==> src/hdl/kl_mem_pkg.sv <==
package kl_mem_pkg;

  // Memory word and physical address widths
  localparam int word_w = 36;
  localparam int pma_w  = 22;

  // 36-bit memory data word
  typedef logic [word_w-1:0] word_t;

  // 22-bit physical memory address
  typedef logic [pma_w-1:0] pma_t;

  // Diagnostic mode for parity fault injection
  typedef logic [1:0] diag_t;

  // Invert address parity toward memory
  localparam diag_t diag_adr_par_inv  = 2'd1;
  // Invert data parity on a write
  localparam diag_t diag_data_par_inv = 2'd2;

  // Populated words, anything at or above is nonexistent memory
  localparam int mem_words = 1024;
  localparam int mem_aw    = $clog2(mem_words);

  // Cycles from start to acknowledge
  localparam int ackn_delay  = 2;
  // Cycles from acknowledge to data valid
  localparam int data_delay  = 2;
  // Cycles to wait for an acknowledge before calling it NXM
  localparam int nxm_timeout = 16;

  // Down counter wide enough for the longest wait
  typedef logic [$clog2(nxm_timeout):0] tmr_t;

  // MBOX memory cycle sequencer
  typedef enum logic [2:0] {
    idle,
    start,
    wait_ackn,
    wait_data,
    done
  } ctl_state_t;

endpackage

==> src/hdl/mbox_if.sv <==
interface mbox_if;
  import kl_mem_pkg::*;

  // Cycle control from the MBOX
  logic  mem_start;
  logic  mem_rd_rq;
  logic  mem_wr_rq;
  logic  addr_hold;
  pma_t  pma;
  diag_t diag;

  // Write data path, MBOX toward memory
  word_t mb;
  logic  data_to_mem;
  logic  data_valid_out;

  // Responses back from the translator
  logic  mem_ackn;
  logic  mem_error;
  logic  mem_adr_par_err;

  // Read data path, memory toward MBOX
  logic  mem_data_valid_in;
  word_t mem_data_in;
  logic  mem_par_in;

  modport ctl (
    output mem_start, mem_rd_rq, mem_wr_rq, addr_hold, pma, diag,
    output mb, data_to_mem, data_valid_out,
    input  mem_ackn, mem_error, mem_adr_par_err,
    input  mem_data_valid_in, mem_data_in, mem_par_in
  );

  modport xlat (
    input  mem_start, mem_rd_rq, mem_wr_rq, addr_hold, pma, diag,
    input  mb, data_to_mem, data_valid_out,
    output mem_ackn, mem_error, mem_adr_par_err,
    output mem_data_valid_in, mem_data_in, mem_par_in
  );

endinterface

==> src/hdl/mbox_mem_ctl.sv <==
module mbox_mem_ctl (
  input  logic               sbus_clk,
  input  logic               reset,
  input  logic               rq,
  input  logic               wr,
  input  kl_mem_pkg::pma_t   addr,
  input  kl_mem_pkg::word_t  wdata,
  input  kl_mem_pkg::diag_t  diag,
  output logic               busy,
  output logic               done,
  output kl_mem_pkg::word_t  rdata,
  output logic               par_err,
  output logic               adr_par_err,
  output logic               nxm,
  mbox_if.ctl                mbx
);
  import kl_mem_pkg::*;

  ctl_state_t state;
  tmr_t       cnt;
  logic       accept;
  logic       start_strobe;
  logic       req_wr;
  pma_t       req_addr;
  word_t      req_data;
  diag_t      req_diag;

  // Busy from start through the data phase, low again in done
  assign busy = (state == start) || (state == wait_ackn) || (state == wait_data);

  // The port named done hides the state literal, so scope it
  assign done = (state == kl_mem_pkg::done);

  // New request only taken while not busy
  assign accept = rq && !busy;

  // Start and address hold go out together, one cycle after accept
  assign mbx.mem_start = start_strobe;
  assign mbx.addr_hold = start_strobe;

  // Direction levels stay up for the whole cycle
  assign mbx.mem_rd_rq   = busy && !req_wr;
  assign mbx.mem_wr_rq   = busy && req_wr;
  assign mbx.data_to_mem = req_wr;

  assign mbx.pma  = req_addr;
  assign mbx.mb   = req_data;
  assign mbx.diag = req_diag;

  // Write strobe lands data_delay cycles after the acknowledge
  assign mbx.data_valid_out = (state == wait_data) && req_wr && (cnt == '0);

  always_ff @(posedge sbus_clk) begin
    if (reset) begin
      state        <= idle;
      cnt          <= '0;
      start_strobe <= 1'b0;
      req_wr       <= 1'b0;
      par_err      <= 1'b0;
      adr_par_err  <= 1'b0;
      nxm          <= 1'b0;
    end else begin
      start_strobe <= accept;
      case (state)
        idle, kl_mem_pkg::done: begin
          if (accept) begin
            state       <= start;
            req_wr      <= wr;
            // Flags describe only the cycle being started
            par_err     <= 1'b0;
            adr_par_err <= 1'b0;
            nxm         <= 1'b0;
          end else begin
            state <= idle;
          end
        end
        start: begin
          // NXM window counts from the start cycle itself
          state <= wait_ackn;
          cnt   <= tmr_t'(nxm_timeout - 2);
        end
        wait_ackn: begin
          if (mbx.mem_ackn) begin
            if (mbx.mem_error) begin
              // Aborted by memory, no data phase
              adr_par_err <= mbx.mem_adr_par_err;
              state       <= kl_mem_pkg::done;
            end else begin
              state <= wait_data;
              cnt   <= tmr_t'(data_delay - 1);
            end
          end else if (cnt == '0) begin
            // Nobody answered this address
            nxm   <= 1'b1;
            state <= kl_mem_pkg::done;
          end else begin
            cnt <= cnt - tmr_t'(1);
          end
        end
        wait_data: begin
          if (cnt != '0) begin
            cnt <= cnt - tmr_t'(1);
          end
          if (req_wr) begin
            // Write ends on our own strobe
            if (cnt == '0) state <= kl_mem_pkg::done;
          end else if (mbx.mem_data_valid_in) begin
            // Even parity over the returned word
            par_err <= (^mbx.mem_data_in) != mbx.mem_par_in;
            state   <= kl_mem_pkg::done;
          end
        end
        default: state <= idle;
      endcase
    end
  end

  // Request payload and read data capture
  always_ff @(posedge sbus_clk) begin
    if (accept) begin
      req_addr <= addr;
      req_data <= wdata;
      req_diag <= diag;
      rdata    <= '0;
    end else if ((state == wait_data) && !req_wr && mbx.mem_data_valid_in) begin
      rdata <= mbx.mem_data_in;
    end
  end

  // Start strobe register must line up with the start state
  a_start_in_state: assert property (@(posedge sbus_clk) disable iff (reset)
    start_strobe |-> state == start);

  // One done per cycle
  a_done_pulse: assert property (@(posedge sbus_clk) disable iff (reset)
    done |=> !done);

endmodule

==> src/flat_wrapper.sv <==
// flat-port wrapper written by rule: the top's interface ports become plain ports
module mbox_mem_ctl_flat import kl_mem_pkg::*;
  (sbus_clk, reset, rq, wr, addr, wdata, diag, busy, done, rdata, par_err, adr_par_err, nxm, mbx_mem_start, mbx_mem_rd_rq, mbx_mem_wr_rq, mbx_addr_hold, mbx_pma, mbx_diag, mbx_mb, mbx_data_to_mem, mbx_data_valid_out, mbx_mem_ackn, mbx_mem_error, mbx_mem_adr_par_err, mbx_mem_data_valid_in, mbx_mem_data_in, mbx_mem_par_in);
  mbox_if mbx_i ();
  input  logic sbus_clk;
  input  logic reset;
  input  logic rq;
  input  logic wr;
  input  kl_mem_pkg::pma_t addr;
  input  kl_mem_pkg::word_t wdata;
  input  kl_mem_pkg::diag_t diag;
  output logic busy;
  output logic done;
  output kl_mem_pkg::word_t rdata;
  output logic par_err;
  output logic adr_par_err;
  output logic nxm;
  output wire logic [$bits(mbx_i.mem_start)-1:0] mbx_mem_start;
  output wire logic [$bits(mbx_i.mem_rd_rq)-1:0] mbx_mem_rd_rq;
  output wire logic [$bits(mbx_i.mem_wr_rq)-1:0] mbx_mem_wr_rq;
  output wire logic [$bits(mbx_i.addr_hold)-1:0] mbx_addr_hold;
  output wire logic [$bits(mbx_i.pma)-1:0] mbx_pma;
  output wire logic [$bits(mbx_i.diag)-1:0] mbx_diag;
  output wire logic [$bits(mbx_i.mb)-1:0] mbx_mb;
  output wire logic [$bits(mbx_i.data_to_mem)-1:0] mbx_data_to_mem;
  output wire logic [$bits(mbx_i.data_valid_out)-1:0] mbx_data_valid_out;
  input wire logic [$bits(mbx_i.mem_ackn)-1:0] mbx_mem_ackn;
  input wire logic [$bits(mbx_i.mem_error)-1:0] mbx_mem_error;
  input wire logic [$bits(mbx_i.mem_adr_par_err)-1:0] mbx_mem_adr_par_err;
  input wire logic [$bits(mbx_i.mem_data_valid_in)-1:0] mbx_mem_data_valid_in;
  input wire logic [$bits(mbx_i.mem_data_in)-1:0] mbx_mem_data_in;
  input wire logic [$bits(mbx_i.mem_par_in)-1:0] mbx_mem_par_in;
  assign mbx_mem_start = mbx_i.mem_start;
  assign mbx_mem_rd_rq = mbx_i.mem_rd_rq;
  assign mbx_mem_wr_rq = mbx_i.mem_wr_rq;
  assign mbx_addr_hold = mbx_i.addr_hold;
  assign mbx_pma = mbx_i.pma;
  assign mbx_diag = mbx_i.diag;
  assign mbx_mb = mbx_i.mb;
  assign mbx_data_to_mem = mbx_i.data_to_mem;
  assign mbx_data_valid_out = mbx_i.data_valid_out;
  assign mbx_i.mem_ackn = mbx_mem_ackn;
  assign mbx_i.mem_error = mbx_mem_error;
  assign mbx_i.mem_adr_par_err = mbx_mem_adr_par_err;
  assign mbx_i.mem_data_valid_in = mbx_mem_data_valid_in;
  assign mbx_i.mem_data_in = mbx_mem_data_in;
  assign mbx_i.mem_par_in = mbx_mem_par_in;
  mbox_mem_ctl u_core (.sbus_clk(sbus_clk), .reset(reset), .rq(rq), .wr(wr), .addr(addr), .wdata(wdata), .diag(diag), .busy(busy), .done(done), .rdata(rdata), .par_err(par_err), .adr_par_err(adr_par_err), .nxm(nxm), .mbx(mbx_i));
endmodule
==> config.mk <==
export PLATFORM = sky130hd
export DESIGN_NAME = mbox_mem_ctl_flat
export DESIGN_NICKNAME = d
export VERILOG_FILES = /design/src/hdl/kl_mem_pkg.sv /design/src/hdl/mbox_if.sv /design/src/hdl/mbox_mem_ctl.sv /design/src/flat_wrapper.sv
export SDC_FILE = /design/constraint.sdc
export NUM_CORES = 1
export LEC_CHECK = 0
export BUFFER_PORTS_ARGS = -buffer_cell sky130_fd_sc_hd__buf_2
export CELL_PAD_IN_SITES_DETAIL_PLACEMENT = 1
export CELL_PAD_IN_SITES_GLOBAL_PLACEMENT = 1
export CORE_ASPECT_RATIO = 0.8
export CORE_UTILIZATION = 36
export DETAILED_ROUTE_END_ITERATION = 12
export PLACE_DENSITY_LB_ADDON = 0.1
export SYNTH_ARGS = -nofsm -noshare
export SYNTH_HDL_FRONTEND = slang
export SYNTH_SLANG_ARGS = --single-unit
==> constraint.sdc <==
create_clock -name sbus_clk -period 5.2 [get_ports sbus_clk]
set_input_delay 0.52 -clock sbus_clk [delete_from_list [all_inputs] [get_ports sbus_clk]]
set_output_delay 0.52 -clock sbus_clk [all_outputs]
set_load 0.05 [all_outputs]
==> metrics.csv <==
metric;value;unit
final_cells;702;
cts_hold_buffers;0;
status;finished clean;
synth-warning-count;0;
cts_buffer_depth;2;
hold_depth;1;
worstMarginPinSlew;0.7834;ns
num_io_pins;212;
cts-htree-levels;3;
critPathRequiredTime;5.19;ns
die_x;120.8;um
first_global_vias;3358;
area_growth;36.40;%
vias_per_cell;4.677;
cts_tree;yes;
dp_hpwl;8294;um
numPortBuffers;211;
skew;0.006346;ns
synth.avg_cell_area;11.86;um2
fill_cells;1269;
ys_seq_area_share;68.43;%
power.density;368.4;mW/mm2
fin_ws;2.637;ns
finalHoldViolCount;0;
die_y;97.06;um
route.vias.total;3283;
drc;0;
start_util;37.19;%
irDropWorstVdd;0.0001868;V
dp.cells;686;
core;0.01093;mm2
cts_resized;0;
nets;659;
clkLatencyLatePin;0.33;ns
r2r_cells;4;
clock.fmax;390.1;MHz
clock_sinks;109;
wl_per_cell;15.77;um
syn-num-nets;449;
slew_headroom;47.66;%
ant_nets;0;
critPathArrivalTime;2.55;ns
drtPass1Iterations;4;
setup_viol;0;
path_clk_slew;0.07;ns
drv_cap;0;
cp-start-kind;register;
synth_cell_type_count;39;
grt.overflow.total;0;
grt_antenna_before_repair;0;
finalMaxSlewViolations;0;
antenna_cells;0;
pre_cts_ws;2.646;ns
post-route-period-util;49.30;%
worst-path-max-fanout;32;
syn-cell-area;0.004066;mm2
drive_above_1_share;42.29;%
end_kind;register;
ys_ff_latch;109;
power.leakage;2.364;nW
timing.final.crit_period;2.563;ns
final_core_util;50.73;%
grt_pass1_wl;17240;um
p_total;0.002043;W
worstSetupPathType;register to register;
grt_setup_unrepaired;false;
fin_setup_tns;0;ns
num_rows;34;
gp_congestion;0.7653;
first_iter_violations;86;
hold_class;input pin to register;
grt.total_usage;19.16;%
root_buffer;clkbuf_16;
die_area;0.01173;mm2
grt_max_degree;39;
numCtsBuffers;9;
cts_setup_buffers;0;
synthCells;343;
wirelength;11070;um
## Yosys cell counts
cell,instances,area [um2]
buf_1,1,3.750
nand3_1,4,20.02
a21oi_1,42,210.2
o21ai_1,1,5.000
a211oi_1,1,7.510
or4b_1,1,10.01
and3_1,1,6.260
nand4_1,1,6.260
nand4b_1,1,8.760
xnor3_1,1,22.52
buf_4,2,15.01
clkbuf_1,6,22.52
nor3b_1,1,7.510
a22oi_1,2,15.01
edfxtp_1,60,1802
dfxtp_1,49,980.9
a21oi_2,1,8.760
nand3b_1,1,7.510
nor2_1,12,45.04
nor2b_1,7,43.79
nor2_2,1,6.260
nand2b_1,2,12.51
o31a_1,2,17.52
buf_2,7,35.03
xor2_1,6,52.55
xnor2_2,1,16.27
xnor2_1,26,227.7
nand2_1,76,285.3
o311ai_0,1,8.760
a2111oi_2,1,15.01
o21ai_0,7,35.03
inv_1,5,18.77
nor3_1,5,25.02
a32oi_1,1,8.760
o211ai_1,2,15.01
a31oi_1,1,6.260
and2_1,2,12.51
a21o_1,1,7.510
ha_1,1,12.51
## kinds of logic after synthesis
| family | after synthesis | synth area share, % |
|---|---|---|
| AO/OA/AOI/OAI | 63 | 8.861 |
| XOR/XNOR | 34 | 7.846 |
| adder cells (fa/ha/maj) | 1 | 0.3076 |
| buffers and inverters | 21 | 2.338 |
| flip-flops | 109 | 68.43 |
| AND/OR/NAND/NOR | 115 | 12.22 |
## flip-flops by register name, summed over array words and instances, names as in the netlist
signal                  count
u_core.mbx.mb              36
u_core.rdata               36
u_core.nxm                  1
u_core.par_err              1
u_core.cnt                  5
u_core.state                3
u_core.mbx.pma             22
u_core.mbx.diag             2
u_core.mbx.addr_hold        1
u_core.adr_par_err          1
u_core.mbx.data_to_mem      1
## worst max-delay path: stages (launching register included)
cell and delay (ns):
dfxtp_1 0.45, nor2_1 0.39, nor2_1 0.16, nor2b_4 0.65, buf_4 0.52
## path summary, 6_finish.rpt
kind | start | endpoint | slack [ns]
setup / recovery | u_core.state[0] | u_core.mbx.mb[28] | 2.64
hold / removal | addr[18] | u_core.mbx.pma[18] | 0.35
setup reg to reg | u_core.state[0] | u_core.mbx.mb[28] | 2.64
hold reg to reg | u_core.rdata[11] | u_core.rdata[11] | 0.45
## per-layer routing
layer | wire length, um | share of wire (%) | vias up | global-route usage, %
li1 | - | - | 1592 | -
met1 | 4544 | 41 | 1581 | 21.53
met2 | 5764 | 52 | 105 | 35.52
met3 | 699 | 6.3 | 5 | 5.575
met4 | 66 | 0.60 | 0 | 3.989
met5 | 0 | 0 | - | 0
## final cells by class
cell class	instances	area, um2	share of cell area [%]
flip-flops and latches	109	2783	50.17
multi-input cells	213	1196	21.57
repair buffers	215	1086	19.58
clock buffers	9	225.2	4.060
well taps	144	180.2	3.248
clock inverters	7	57.56	1.038
inverters	5	18.77	0.3384
## power breakdown
group          internal (W)  switching [W]
sequential         0.000964      0.0000191
clock              0.000331       0.000313
combinational      0.000127       0.000288
## stage by stage
| stage | instance area, um2 | hold slack (ns) |
|---|---|---|
| global placement | 5264 | 0.4408 |
| detailed placement | 5264 | 0.4446 |
| floorplan | 4066 | 0.4626 |
| finish | 5547 | 0.3544 |
| CTS | 5547 | 0.3384 |
| global route | 5547 | 0.3340 |
## placed cells by master, fill, tap and decap left out, drive strengths merged
cell type and n:
dfxtp 49, nand2b 2, clkbuf 9, clkinvlp 2, clkinv 3, inv 7, nand2 76, a21oi 43
nand4 1, ha 1, o31a 2, xnor3 1, a21o 1, a22oi 2, edfxtp 60, nor2 13
o21ai 8, o311ai 1, a211oi 1, o211ai 2, nor3b 1, nand3b 1, xor2 6, nand3 4
a2111oi 1, buf 215, nand4b 1, a31oi 1, a32oi 1, nor2b 7, or4b 1, and2 2
xnor2 27, and3 1, nor3 5
No activity file was read; power rests on OpenSTA's default activity.
