--- config.mk ---
export PLATFORM = sky130hd
export DESIGN_NAME = mt0_flat
export DESIGN_NICKNAME = d
export VERILOG_FILES = /design/src/hdl/kl_mem_pkg.sv /design/src/hdl/mbox_if.sv /design/src/hdl/sbus_if.sv /design/src/hdl/mt0.sv /design/src/flat_wrapper.sv
export SDC_FILE = /design/constraint.sdc
export NUM_CORES = 1
export LEC_CHECK = 0
export BUFFER_PORTS_ARGS = -buffer_cell sky130_fd_sc_hd__clkbuf_2
export CORE_ASPECT_RATIO = 0.5
export CORE_MARGIN = 2
export CORE_UTILIZATION = 39
export DETAILED_ROUTE_END_ITERATION = 16
export GPL_TIMING_DRIVEN = 1
export PLACE_DENSITY = 0.87
export SLEW_MARGIN = 20
export SYNTH_ARGS = -nofsm -noshare
export SYNTH_HDL_FRONTEND = slang
export SYNTH_SLANG_ARGS = --single-unit
--- constraint.sdc ---
create_clock -name sbus_clk -period 2.1 [get_ports sbus_clk]
set_input_delay 0.21 -clock sbus_clk [delete_from_list [all_inputs] [get_ports sbus_clk]]
set_output_delay 0.21 -clock sbus_clk [all_outputs]
set_load 0.02 [all_outputs]
--- src/hdl/kl_mem_pkg.sv ---
package kl_mem_pkg;

  // Memory word and physical address widths
  localparam int word_w = 36;
  localparam int pma_w  = 22;

  // 36-bit memory data word
  typedef logic [word_w-1:0] word_t;

  // 22-bit physical memory address
  typedef logic [pma_w-1:0] pma_t;

  // Diagnostic mode for parity fault injection
  typedef logic [1:0] diag_t;

  // Invert address parity toward memory
  localparam diag_t diag_adr_par_inv  = 2'd1;
  // Invert data parity on a write
  localparam diag_t diag_data_par_inv = 2'd2;

  // Populated words, anything at or above is nonexistent memory
  localparam int mem_words = 1024;
  localparam int mem_aw    = $clog2(mem_words);

  // Cycles from start to acknowledge
  localparam int ackn_delay  = 2;
  // Cycles from acknowledge to data valid
  localparam int data_delay  = 2;
  // Cycles to wait for an acknowledge before calling it NXM
  localparam int nxm_timeout = 16;

  // Down counter wide enough for the longest wait
  typedef logic [$clog2(nxm_timeout):0] tmr_t;

  // MBOX memory cycle sequencer
  typedef enum logic [2:0] {
    idle,
    start,
    wait_ackn,
    wait_data,
    done
  } ctl_state_t;

endpackage

--- src/hdl/mbox_if.sv ---
interface mbox_if;
  import kl_mem_pkg::*;

  // Cycle control from the MBOX
  logic  mem_start;
  logic  mem_rd_rq;
  logic  mem_wr_rq;
  logic  addr_hold;
  pma_t  pma;
  diag_t diag;

  // Write data path, MBOX toward memory
  word_t mb;
  logic  data_to_mem;
  logic  data_valid_out;

  // Responses back from the translator
  logic  mem_ackn;
  logic  mem_error;
  logic  mem_adr_par_err;

  // Read data path, memory toward MBOX
  logic  mem_data_valid_in;
  word_t mem_data_in;
  logic  mem_par_in;

  modport ctl (
    output mem_start, mem_rd_rq, mem_wr_rq, addr_hold, pma, diag,
    output mb, data_to_mem, data_valid_out,
    input  mem_ackn, mem_error, mem_adr_par_err,
    input  mem_data_valid_in, mem_data_in, mem_par_in
  );

  modport xlat (
    input  mem_start, mem_rd_rq, mem_wr_rq, addr_hold, pma, diag,
    input  mb, data_to_mem, data_valid_out,
    output mem_ackn, mem_error, mem_adr_par_err,
    output mem_data_valid_in, mem_data_in, mem_par_in
  );

endinterface

--- src/hdl/sbus_if.sv ---
interface sbus_if;
  import kl_mem_pkg::*;

  // Cycle request, single cable port
  logic  start;
  logic  rd_rq;
  logic  wr_rq;

  // Held physical address and its parity
  pma_t  adr;
  logic  adr_par;

  // Write data set, translator to memory
  word_t d_to_mem;
  logic  data_par_to_mem;
  logic  data_valid_to_mem;

  // Memory responses
  logic  ackn;
  logic  error;
  logic  adr_par_err;

  // Read data set, memory to translator
  word_t d_from_mem;
  logic  data_par_from_mem;
  logic  data_valid_from_mem;

  // Translator side
  modport mbox (
    output start, rd_rq, wr_rq, adr, adr_par,
    output d_to_mem, data_par_to_mem, data_valid_to_mem,
    input  ackn, error, adr_par_err,
    input  d_from_mem, data_par_from_mem, data_valid_from_mem
  );

  // Memory module side
  modport mem (
    input  start, rd_rq, wr_rq, adr, adr_par,
    input  d_to_mem, data_par_to_mem, data_valid_to_mem,
    output ackn, error, adr_par_err,
    output d_from_mem, data_par_from_mem, data_valid_from_mem
  );

endinterface

--- src/hdl/mt0.sv ---
module mt0 (
  input  logic  sbus_clk,
  input  logic  reset,
  mbox_if.xlat  mbx,
  sbus_if.mbox  sbus
);
  import kl_mem_pkg::*;

  pma_t adr_q;
  pma_t adr_cur;
  logic to_mem;

  assign to_mem = mbx.data_to_mem;

  // Address register replaces the old transparent latch
  always_ff @(posedge sbus_clk) begin
    if (reset) begin
      adr_q <= '0;
    end else if (mbx.addr_hold) begin
      adr_q <= mbx.pma;
    end
  end

  // Flow through while hold is up, as the latch did
  assign adr_cur = mbx.addr_hold ? mbx.pma : adr_q;

  // Cycle control passes straight to the bus
  assign sbus.start   = mbx.mem_start;
  assign sbus.rd_rq   = mbx.mem_rd_rq;
  assign sbus.wr_rq   = mbx.mem_wr_rq;
  assign sbus.adr     = adr_cur;
  // Even address parity, diag can flip it
  assign sbus.adr_par = (^adr_cur) ^ (mbx.diag == diag_adr_par_inv);

  // Write side, only live when data heads to memory
  assign sbus.d_to_mem          = to_mem ? mbx.mb : '0;
  assign sbus.data_par_to_mem   = to_mem && ((^mbx.mb) ^ (mbx.diag == diag_data_par_inv));
  assign sbus.data_valid_to_mem = to_mem && mbx.data_valid_out;

  // Read side, only live when data heads back to the MBOX
  assign mbx.mem_data_in       = to_mem ? '0 : sbus.d_from_mem;
  assign mbx.mem_par_in        = !to_mem && sbus.data_par_from_mem;
  assign mbx.mem_data_valid_in = !to_mem && sbus.data_valid_from_mem;

  // Acknowledge and errors come back unchanged
  assign mbx.mem_ackn        = sbus.ackn;
  assign mbx.mem_error       = sbus.error;
  assign mbx.mem_adr_par_err = sbus.adr_par_err;

  // Address load and write strobe belong to different phases of the cycle
  a_hold_vs_data: assert property (@(posedge sbus_clk) disable iff (reset)
    !(mbx.addr_hold && mbx.data_valid_out));

endmodule

--- src/flat_wrapper.sv ---
// flat-port wrapper written by rule: the top's interface ports become plain ports
module mt0_flat import kl_mem_pkg::*;
  (sbus_clk, reset, mbx_mem_start, mbx_mem_rd_rq, mbx_mem_wr_rq, mbx_addr_hold, mbx_pma, mbx_diag, mbx_mb, mbx_data_to_mem, mbx_data_valid_out, mbx_mem_ackn, mbx_mem_error, mbx_mem_adr_par_err, mbx_mem_data_valid_in, mbx_mem_data_in, mbx_mem_par_in, sbus_start, sbus_rd_rq, sbus_wr_rq, sbus_adr, sbus_adr_par, sbus_d_to_mem, sbus_data_par_to_mem, sbus_data_valid_to_mem, sbus_ackn, sbus_error, sbus_adr_par_err, sbus_d_from_mem, sbus_data_par_from_mem, sbus_data_valid_from_mem);
  mbox_if mbx_i ();
  sbus_if sbus_i ();
  input  logic sbus_clk;
  input  logic reset;
  input wire logic [$bits(mbx_i.mem_start)-1:0] mbx_mem_start;
  input wire logic [$bits(mbx_i.mem_rd_rq)-1:0] mbx_mem_rd_rq;
  input wire logic [$bits(mbx_i.mem_wr_rq)-1:0] mbx_mem_wr_rq;
  input wire logic [$bits(mbx_i.addr_hold)-1:0] mbx_addr_hold;
  input wire logic [$bits(mbx_i.pma)-1:0] mbx_pma;
  input wire logic [$bits(mbx_i.diag)-1:0] mbx_diag;
  input wire logic [$bits(mbx_i.mb)-1:0] mbx_mb;
  input wire logic [$bits(mbx_i.data_to_mem)-1:0] mbx_data_to_mem;
  input wire logic [$bits(mbx_i.data_valid_out)-1:0] mbx_data_valid_out;
  output wire logic [$bits(mbx_i.mem_ackn)-1:0] mbx_mem_ackn;
  output wire logic [$bits(mbx_i.mem_error)-1:0] mbx_mem_error;
  output wire logic [$bits(mbx_i.mem_adr_par_err)-1:0] mbx_mem_adr_par_err;
  output wire logic [$bits(mbx_i.mem_data_valid_in)-1:0] mbx_mem_data_valid_in;
  output wire logic [$bits(mbx_i.mem_data_in)-1:0] mbx_mem_data_in;
  output wire logic [$bits(mbx_i.mem_par_in)-1:0] mbx_mem_par_in;
  output wire logic [$bits(sbus_i.start)-1:0] sbus_start;
  output wire logic [$bits(sbus_i.rd_rq)-1:0] sbus_rd_rq;
  output wire logic [$bits(sbus_i.wr_rq)-1:0] sbus_wr_rq;
  output wire logic [$bits(sbus_i.adr)-1:0] sbus_adr;
  output wire logic [$bits(sbus_i.adr_par)-1:0] sbus_adr_par;
  output wire logic [$bits(sbus_i.d_to_mem)-1:0] sbus_d_to_mem;
  output wire logic [$bits(sbus_i.data_par_to_mem)-1:0] sbus_data_par_to_mem;
  output wire logic [$bits(sbus_i.data_valid_to_mem)-1:0] sbus_data_valid_to_mem;
  input wire logic [$bits(sbus_i.ackn)-1:0] sbus_ackn;
  input wire logic [$bits(sbus_i.error)-1:0] sbus_error;
  input wire logic [$bits(sbus_i.adr_par_err)-1:0] sbus_adr_par_err;
  input wire logic [$bits(sbus_i.d_from_mem)-1:0] sbus_d_from_mem;
  input wire logic [$bits(sbus_i.data_par_from_mem)-1:0] sbus_data_par_from_mem;
  input wire logic [$bits(sbus_i.data_valid_from_mem)-1:0] sbus_data_valid_from_mem;
  assign mbx_i.mem_start = mbx_mem_start;
  assign mbx_i.mem_rd_rq = mbx_mem_rd_rq;
  assign mbx_i.mem_wr_rq = mbx_mem_wr_rq;
  assign mbx_i.addr_hold = mbx_addr_hold;
  assign mbx_i.pma = mbx_pma;
  assign mbx_i.diag = mbx_diag;
  assign mbx_i.mb = mbx_mb;
  assign mbx_i.data_to_mem = mbx_data_to_mem;
  assign mbx_i.data_valid_out = mbx_data_valid_out;
  assign mbx_mem_ackn = mbx_i.mem_ackn;
  assign mbx_mem_error = mbx_i.mem_error;
  assign mbx_mem_adr_par_err = mbx_i.mem_adr_par_err;
  assign mbx_mem_data_valid_in = mbx_i.mem_data_valid_in;
  assign mbx_mem_data_in = mbx_i.mem_data_in;
  assign mbx_mem_par_in = mbx_i.mem_par_in;
  assign sbus_start = sbus_i.start;
  assign sbus_rd_rq = sbus_i.rd_rq;
  assign sbus_wr_rq = sbus_i.wr_rq;
  assign sbus_adr = sbus_i.adr;
  assign sbus_adr_par = sbus_i.adr_par;
  assign sbus_d_to_mem = sbus_i.d_to_mem;
  assign sbus_data_par_to_mem = sbus_i.data_par_to_mem;
  assign sbus_data_valid_to_mem = sbus_i.data_valid_to_mem;
  assign sbus_i.ackn = sbus_ackn;
  assign sbus_i.error = sbus_error;
  assign sbus_i.adr_par_err = sbus_adr_par_err;
  assign sbus_i.d_from_mem = sbus_d_from_mem;
  assign sbus_i.data_par_from_mem = sbus_data_par_from_mem;
  assign sbus_i.data_valid_from_mem = sbus_data_valid_from_mem;
  mt0 u_core (.sbus_clk(sbus_clk), .reset(reset), .mbx(mbx_i), .sbus(sbus_i));
endmodule
==> results.yml, run 1 <==
status:
  status: "complete, no violations"
layout:
  final_cell_mix: "clkbuf_2, nor2b_1, xnor2_1"
  drive_above_1_share_pct: 52.6
  areaGrowthSynthToFinish_pct: 51.5
  utilization_pct: 63.2
  final_area_mm2: 0.00320
  nets: 545
  n_antenna_cell: 0
  top_register: "u_core.adr_q"
  final_common_cell: "clkbuf_2"
  reg_top3: "u_core.adr_q: 22 flops"
  largest_reg_flops: 22
logic_synthesis:
  postSynthAreaPerCell_um2: 8.56
  postSynthNetCount: 356
  netlist.top_cell.by_area: "dfxtp_1"
  synth_area_mm2: 0.00211
  synth.area.top_cells: "dfxtp_1, xnor2_1, nor2b_1, and2_1, mux2_2"
  synth_warnings: 0
  synthCells: 247
  ys_seq_area_share_pct: 20.8
  yosysUniqueCellTypes: 17
  yosysTopAreaCellShare_pct: 20.8
  synth_seq_cells: 22
timing:
  worst_pin_slew_ps: 468
  post-route-min-period_ps: 2030
  fin_tns_setup_ps: 0
  drv_slew: 0
  fin_skew_ps: 0
  min_period_over_period_pct: 96.6
  slew_headroom_pct: 68.8
  setup_viol: 0
  fmax_ghz: 0.493
  hold_viol: 0
floorplanning:
  start_util_pct: 41.7
  rows: 18
  die_y_um: 56.1
  io_pins: 214
  core_area_mm2: 0.00507
  die-area_mm2: 0.00606
  die_w_um: 108
detailed_routing:
  drc: 0
  vias: 2185
  ant_nets: 0
  wire_per_inst_um: 12.8
  drt-total-wl_um: 6460
  avgViaCountPerCell: 4.33
  drt_iter0_drc: 75
  drtPass1Iterations: 4
pwr:
  p_per_area_mw_per_mm2: 568
  leakage_nw: 1.69
  vdd_drop_max_v: 0.000492
cts:
  cts_resized: 0
  cts_max_path_buffers: 2
  clkSlewWorstSetupHoldPaths_ps: 80
  post-cts-setup-buffer-count: 0
  cts_tree: "done"
  clock_latency_ps: 270
  root_buffer: "clkbuf_8"
  cts.sinks: 22
  ctsHoldBuffers: 0
  numCtsBuffers: 3
  h-tree-depth: 1
placed_design:
  dp_hpwl_um: 5510
  gp_congestion: 0.787
  portBuffers: 201
  placed_area_mm2: 0.00313
global_route:
  gr-total-overflow: 0
  grt_antenna_before_repair: 0
  grt_pass1_vias: 2121
  grt_max_degree: 77
  grt_util_all_layers_pct: 19.7
  grt_pass1_wl_um: 9750
flow_run:
  maxCapViolations: 0
worst_hold_path:
  hp-class: "input port to flip-flop"
critical_path:
  crit_type: "flip-flop to output port"
  cp.arrival_ps: 1820
  cp.required_ps: 1890
  worstPathMaxFanout: 3
  endpoint_kind: "output port"
  crit_path_start_kind: "flip-flop"
## critical path: stages (launching register included)
cell     delay (ps)
dfxtp_1         320
mux2i_2         240
xnor2_1         150
xnor2_1         150
xnor2_1         220
xnor2_1         170
xnor2_1         140
buf_4           160
## through the flow
stage	cells	setup slack, ps	hold slack, ps	power, W
floorplan	247	343	282	0.00119
global placement	501	135	420	0.00148
detailed placement	501	92.1	420	0.00150
CTS	505	80.7	227	0.00180
global route	505	-24.9	241	0.00193
finish	505	72.4	214	0.00182
## cell usage after synthesis
library cell  instances
buf_4                 7
mux2i_1               6
and2_1               38
nor2_1                8
mux2_2               18
a21oi_1               4
buf_2                 2
mux2i_2               3
buf_1                 1
xor2_1               17
clkbuf_1              9
nor2b_1              58
xnor2_1              48
inv_1                 4
xnor3_1               1
dfxtp_1              22
buf_6                 1
## metal layers
layer  GRT usage, %  share of wire, %  up-vias
met3           4.10               6.7        7
met5              0                 0        -
met4           4.21              0.73        0
met2           36.1                52       74
li1               -                 -     1137
met1           23.6                41      967
## cell type report
type / count / area (µm²)
clock buffers: 4 / 55.1
fillers: 456 / 1870
inverters: 4 / 15.0
multi-input cells: 201 / 1560
flip-flops and latches: 22 / 440
well taps: 70 / 87.6
repair buffers: 204 / 1050
## cell families (layout without fill, tap and decap cells)
group                     count (synthesis)  count (layout)  synth area share (%)
DFF                                      22              22                  20.8
AOI/OAI and AO/OA                         4               4                 0.947
xor gates and xnor gates                 66              66                  28.0
muxes                                    27              27                  14.4
and+or+nand+nor                         104             104                  29.8
buffers and inverters                    24             212                  5.98
## worst paths after layout
| check | endpoint | slack (ps) | start | cells past startpoint |
|---|---|---|---|---|
| hold / removal | u_core.adr_q[8] | 210 | mbx_pma[8] | 3 |
| setup reg to reg | u_core.adr_q[21] | 1230 | u_core.adr_q[21] | 2 |
| hold reg to reg | u_core.adr_q[8] | 510 | u_core.adr_q[8] | 2 |
| setup / recovery | sbus_adr_par | 70 | u_core.adr_q[18] | 7 |
## power breakdown
| part | switching (W) | internal (W) | total, W | leakage, nW |
|---|---|---|---|---|
| sequential | 0.0000156 | 0.000442 | 0.000458 | 0.182 |
| clock | 0.000144 | 0.000167 | 0.000311 | 0.0288 |
| combinational | 0.000543 | 0.000505 | 0.00105 | 1.48 |
| total | 0.000703 | 0.00111 | 0.00182 | 1.69 |
Note: power is estimated with default switching activity, not from simulation.
==> run 2: changes to the inputs <==
PLACE_DENSITY = 0.88   (was 0.87)
==> results.yml, run 2 (synthesis results as in run 1) <==
status:
  status: "finished, violations left"
  violations: "negative setup slack"
cts:
  root_buffer: "clkbuf_8"
  numCtsBuffers: 3
  clock_latency_ps: 260
  clkSlewWorstSetupHoldPaths_ps: 80
  h-tree-depth: 1
  cts.sinks: 22
  post-cts-setup-buffer-count: 0
  cts_tree: "done"
  cts_max_path_buffers: 2
layout:
  reg_top3: "u_core.adr_q: 22 flops"
  n_antenna_cell: 0
  final_area_mm2: 0.00326
  largest_reg_flops: 22
  nets: 545
  drive_above_1_share_pct: 53.3
  utilization_pct: 64.2
  final_common_cell: "clkbuf_2"
  top_register: "u_core.adr_q"
  areaGrowthSynthToFinish_pct: 54.1
  final_cell_mix: "clkbuf_2, nor2b_1, xnor2_1"
  n_fill_cell: 453
timing:
  rsz0062_at_grt: "true"
  fmax_ghz: 0.475
  post-route-min-period_ps: 2110
  drv_slew: 0
  min_period_over_period_pct: 100
  worst_pin_slew_ps: 447
  setup_viol: 1
  fin_skew_ps: 0
  hold_viol: 0
  worst_slack_ps: -6.95
  slew_headroom_pct: 70.2
  fin_hold_ws_ps: 232
floorplanning:
  start_util_pct: 41.7
  rows: 18
  io_pins: 214
  core_area_mm2: 0.00507
  die-area_mm2: 0.00606
  die_w_um: 108
  die_y_um: 56.1
worst_hold_path:
  hp-class: "input port to flip-flop"
placed_design:
  placed_area_mm2: 0.00314
  dp_hpwl_um: 5440
  portBuffers: 201
  gp_congestion: 0.764
detailed_routing:
  avgViaCountPerCell: 4.37
  drt-total-wl_um: 6620
  vias: 2205
  drc: 0
  wire_per_inst_um: 13.1
  drtPass1Iterations: 4
  drt_iter0_drc: 122
  ant_nets: 0
critical_path:
  cp.arrival_ps: 1900
  crit_type: "flip-flop to output port"
  worstPathMaxFanout: 2
  crit_path_start_kind: "flip-flop"
  cp.required_ps: 1890
  endpoint_kind: "output port"
global_route:
  gr-total-overflow: 0
  grt_pass1_vias: 1974
  grt_pass1_wl_um: 9780
  grt_max_degree: 77
  grt_antenna_before_repair: 0
  grt_util_all_layers_pct: 19.9
flow_run:
  maxCapViolations: 0
pwr:
  p_per_area_mw_per_mm2: 590
  leakage_nw: 1.71
  vdd_drop_max_v: 0.000475
-- run 2: routing by layer --
layer	wire (µm)	share of wire (%)	vias to the layer above	GRT usage [%]
met2	3360	51	72	34.3
met3	354	5.3	8	2.58
li1	-	-	1131	-
met5	0	0	-	0
met4	88	1.3	0	5.68
met1	2820	43	994	26.1
-- run 2: worst paths after layout --
check,startpoint,endpoint,slack [ps],depth (start not counted)
setup / recovery,u_core.adr_q[14],sbus_adr_par,-7,7
setup reg to reg,u_core.adr_q[3],u_core.adr_q[3],1240,2
hold / removal,mbx_pma[1],u_core.adr_q[1],230,3
hold reg to reg,u_core.adr_q[8],u_core.adr_q[8],520,2
-- run 2: power breakdown --
| part | internal (W) | total, W | switching [W] |
|---|---|---|---|
| registers | 0.000442 | 0.000459 | 0.0000163 |
| clock network | 0.000255 | 0.000395 | 0.000140 |
| logic | 0.000511 | 0.00107 | 0.000557 |
-- run 2: layout make-up --
cell class	instances	area, µm²	area share (%)
clock inverters	1	30.0	0.922
clock buffers	3	41.3	1.27
inverters	4	15.0	0.461
repair buffers	204	1070	33.0
flip-flops and latches	22	442	13.6
multi-input cells	201	1570	48.1
well taps	70	87.6	2.69
-- run 2: repair_timing --
action | CTS | global route
hold buffers | 0 | 0
endpoints found under the setup margin | 0 | 1
resized for setup | 0 | 6
-- run 2: metrics by stage --
step | instances | TNS (ps) | power, W | setup slack (ps)
4_1_cts | 504 | 0 | 0.00190 | 27.0
6_report | 505 | -6.95 | 0.00192 | -6.95
5_1_grt | 505 | -126 | 0.00203 | -126
2_1_floorplan | 247 | 0 | 0.00119 | 343
3_3_place_gp | 500 | 0 | 0.00149 | 146
3_5_place_dp | 500 | 0 | 0.00150 | 94.5
-- run 2: worst max-delay path, stage by stage, from the launching register on --
cell	delay [ps]
dfxtp_1	370
xnor2_1	120
mux2i_1	110
xnor2_1	290
xnor2_1	200
xnor2_1	170
xnor2_1	180
buf_4	190
==> run 3: changes to the inputs <==
PLACE_DENSITY = 0.95   (was 0.88)
clock period = 2.5 ns   (was 2.1 ns; I/O delays follow)
==> results.yml, run 3 (synthesis results as in run 1) <==
floorplanning:
  start_util_pct: 41.7
  die_w_um: 108
  io_pins: 214
  die_y_um: 56.1
  rows: 18
  core_area_mm2: 0.00507
  die-area_mm2: 0.00606
layout:
  reg_top3: "u_core.adr_q: 22 flops"
  top_register: "u_core.adr_q"
  final_area_mm2: 0.00317
  final_cell_mix: "clkbuf_2, nor2b_1, xnor2_1"
  nets: 545
  largest_reg_flops: 22
  n_fill_cell: 464
  n_antenna_cell: 0
  drive_above_1_share_pct: 52.5
  areaGrowthSynthToFinish_pct: 50.1
  final_common_cell: "clkbuf_2"
cts:
  clkSlewWorstSetupHoldPaths_ps: 70
  cts.sinks: 22
  h-tree-depth: 1
  root_buffer: "clkbuf_8"
  ctsHoldBuffers: 0
  cts_resized: 0
  post-cts-setup-buffer-count: 0
  cts_max_path_buffers: 2
  clock_latency_ps: 260
  numCtsBuffers: 3
  cts_tree: "done"
critical_path:
  worstPathMaxFanout: 3
  cp.required_ps: 2250
  endpoint_kind: "output port"
  crit_type: "flip-flop to output port"
  path_common_cell: "xnor2_1"
  cp.arrival_ps: 1800
  rrSetupSlack_ps: 1640
  worstPathCellList: "mux2i_2 -> xnor2_1 -> xnor2_1 -> xnor2_1 -> xnor2_1 -> xnor2_1 -> clkbuf_2"
  cpMaxStageDelayCell: "dfxtp_1"
  crit_path_start_kind: "flip-flop"
  slowest_delay_ps: 310
detailed_routing:
  wl_met2_um: 3150
  routed.top_layer: "met4"
  met1Wirelength_um: 2640
  drt-total-wl_um: 6230
  drt_iter0_drc: 97
  wl_met3_um: 394
  ant_nets: 0
  wire_per_inst_um: 12.4
  drc: 0
  drtPass1Iterations: 4
  vias: 2155
  avgViaCountPerCell: 4.28
timing:
  fin_skew_ps: 0
  worst_pin_slew_ps: 548
  fmax_ghz: 0.487
  drv_slew: 0
  setup_viol: 0
  hold_viol: 0
  fin_hold_ws_ps: 283
  min_period_over_period_pct: 82.1
  fin_tns_setup_ps: 0
  slew_headroom_pct: 63.5
  worst_slack_ps: 448
  rsz0062_at_grt: "false"
  post-route-min-period_ps: 2050
global_route:
  grt_antenna_before_repair: 0
  grt_pass1_wl_um: 9620
  gr-total-overflow: 0
  grt_util_all_layers_pct: 19.4
  grt_pass1_vias: 2050
  grt_max_degree: 33
placed_design:
  placed_area_mm2: 0.00313
  place_ws_ps: 477
  gp_congestion: 0.755
  portBuffers: 201
  dp_hpwl_um: 5410
pwr:
  vdd_drop_max_v: 0.000540
  p_per_area_mw_per_mm2: 459
  leakage_nw: 1.68
flow_run:
  maxCapViolations: 0
status:
  status: "complete, no violations"
worst_hold_path:
  hp-class: "input port to flip-flop"
## run 3: per-stage QoR
| stage | instances | power (W) | utilization, % |
|---|---|---|---|
| floorplan | 247 | 0.000999 | - |
| global placement | 501 | 0.00124 | 61.8 |
| detailed placement | 501 | 0.00125 | 61.8 |
| CTS | 504 | 0.00147 | 62.6 |
| global route | 504 | 0.00155 | 62.6 |
| finish | 504 | 0.00145 | 62.6 |
## run 3: power by group
group          switching [W]  total, W  internal [W]  leakage (nW)
sequential         0.0000120  0.000383      0.000371         0.182
clock               0.000105  0.000212      0.000107        0.0216
combinational       0.000450  0.000859      0.000408          1.48
## run 3: area by class of cell
cell class,instances,area (µm²),area share (%)
Tap cell,70,87.6,2.76
Clock buffer,3,41.3,1.30
Multi-Input combinational cell,201,1550,48.8
Sequential cell,22,440,13.9
Inverter,4,15.0,0.473
Timing Repair Buffer,204,1040,32.8
## run 3: path summary, 6_finish.rpt
kind	startpoint	end	cells after the start
worst min register to register	u_core.adr_q[8]	u_core.adr_q[8]	2
worst max-delay path	u_core.adr_q[4]	sbus_adr_par	7
worst min-delay path	mbx_pma[18]	u_core.adr_q[18]	3
worst max register to register	u_core.adr_q[13]	u_core.adr_q[13]	2
## run 3: layer usage
metal	GRT usage, %	vias to the layer above
li1	-	1133
met2	36.4	73
met5	0	-
met4	3.30	0
met3	3.51	7
met1	23.4	942
## run 3: critical path, delay by kind of cell (launching register included)
family,cells,cell delay [ps]
xor+xnor,5,810
mux,1,240
flops,1,310
buf+inv,1,190
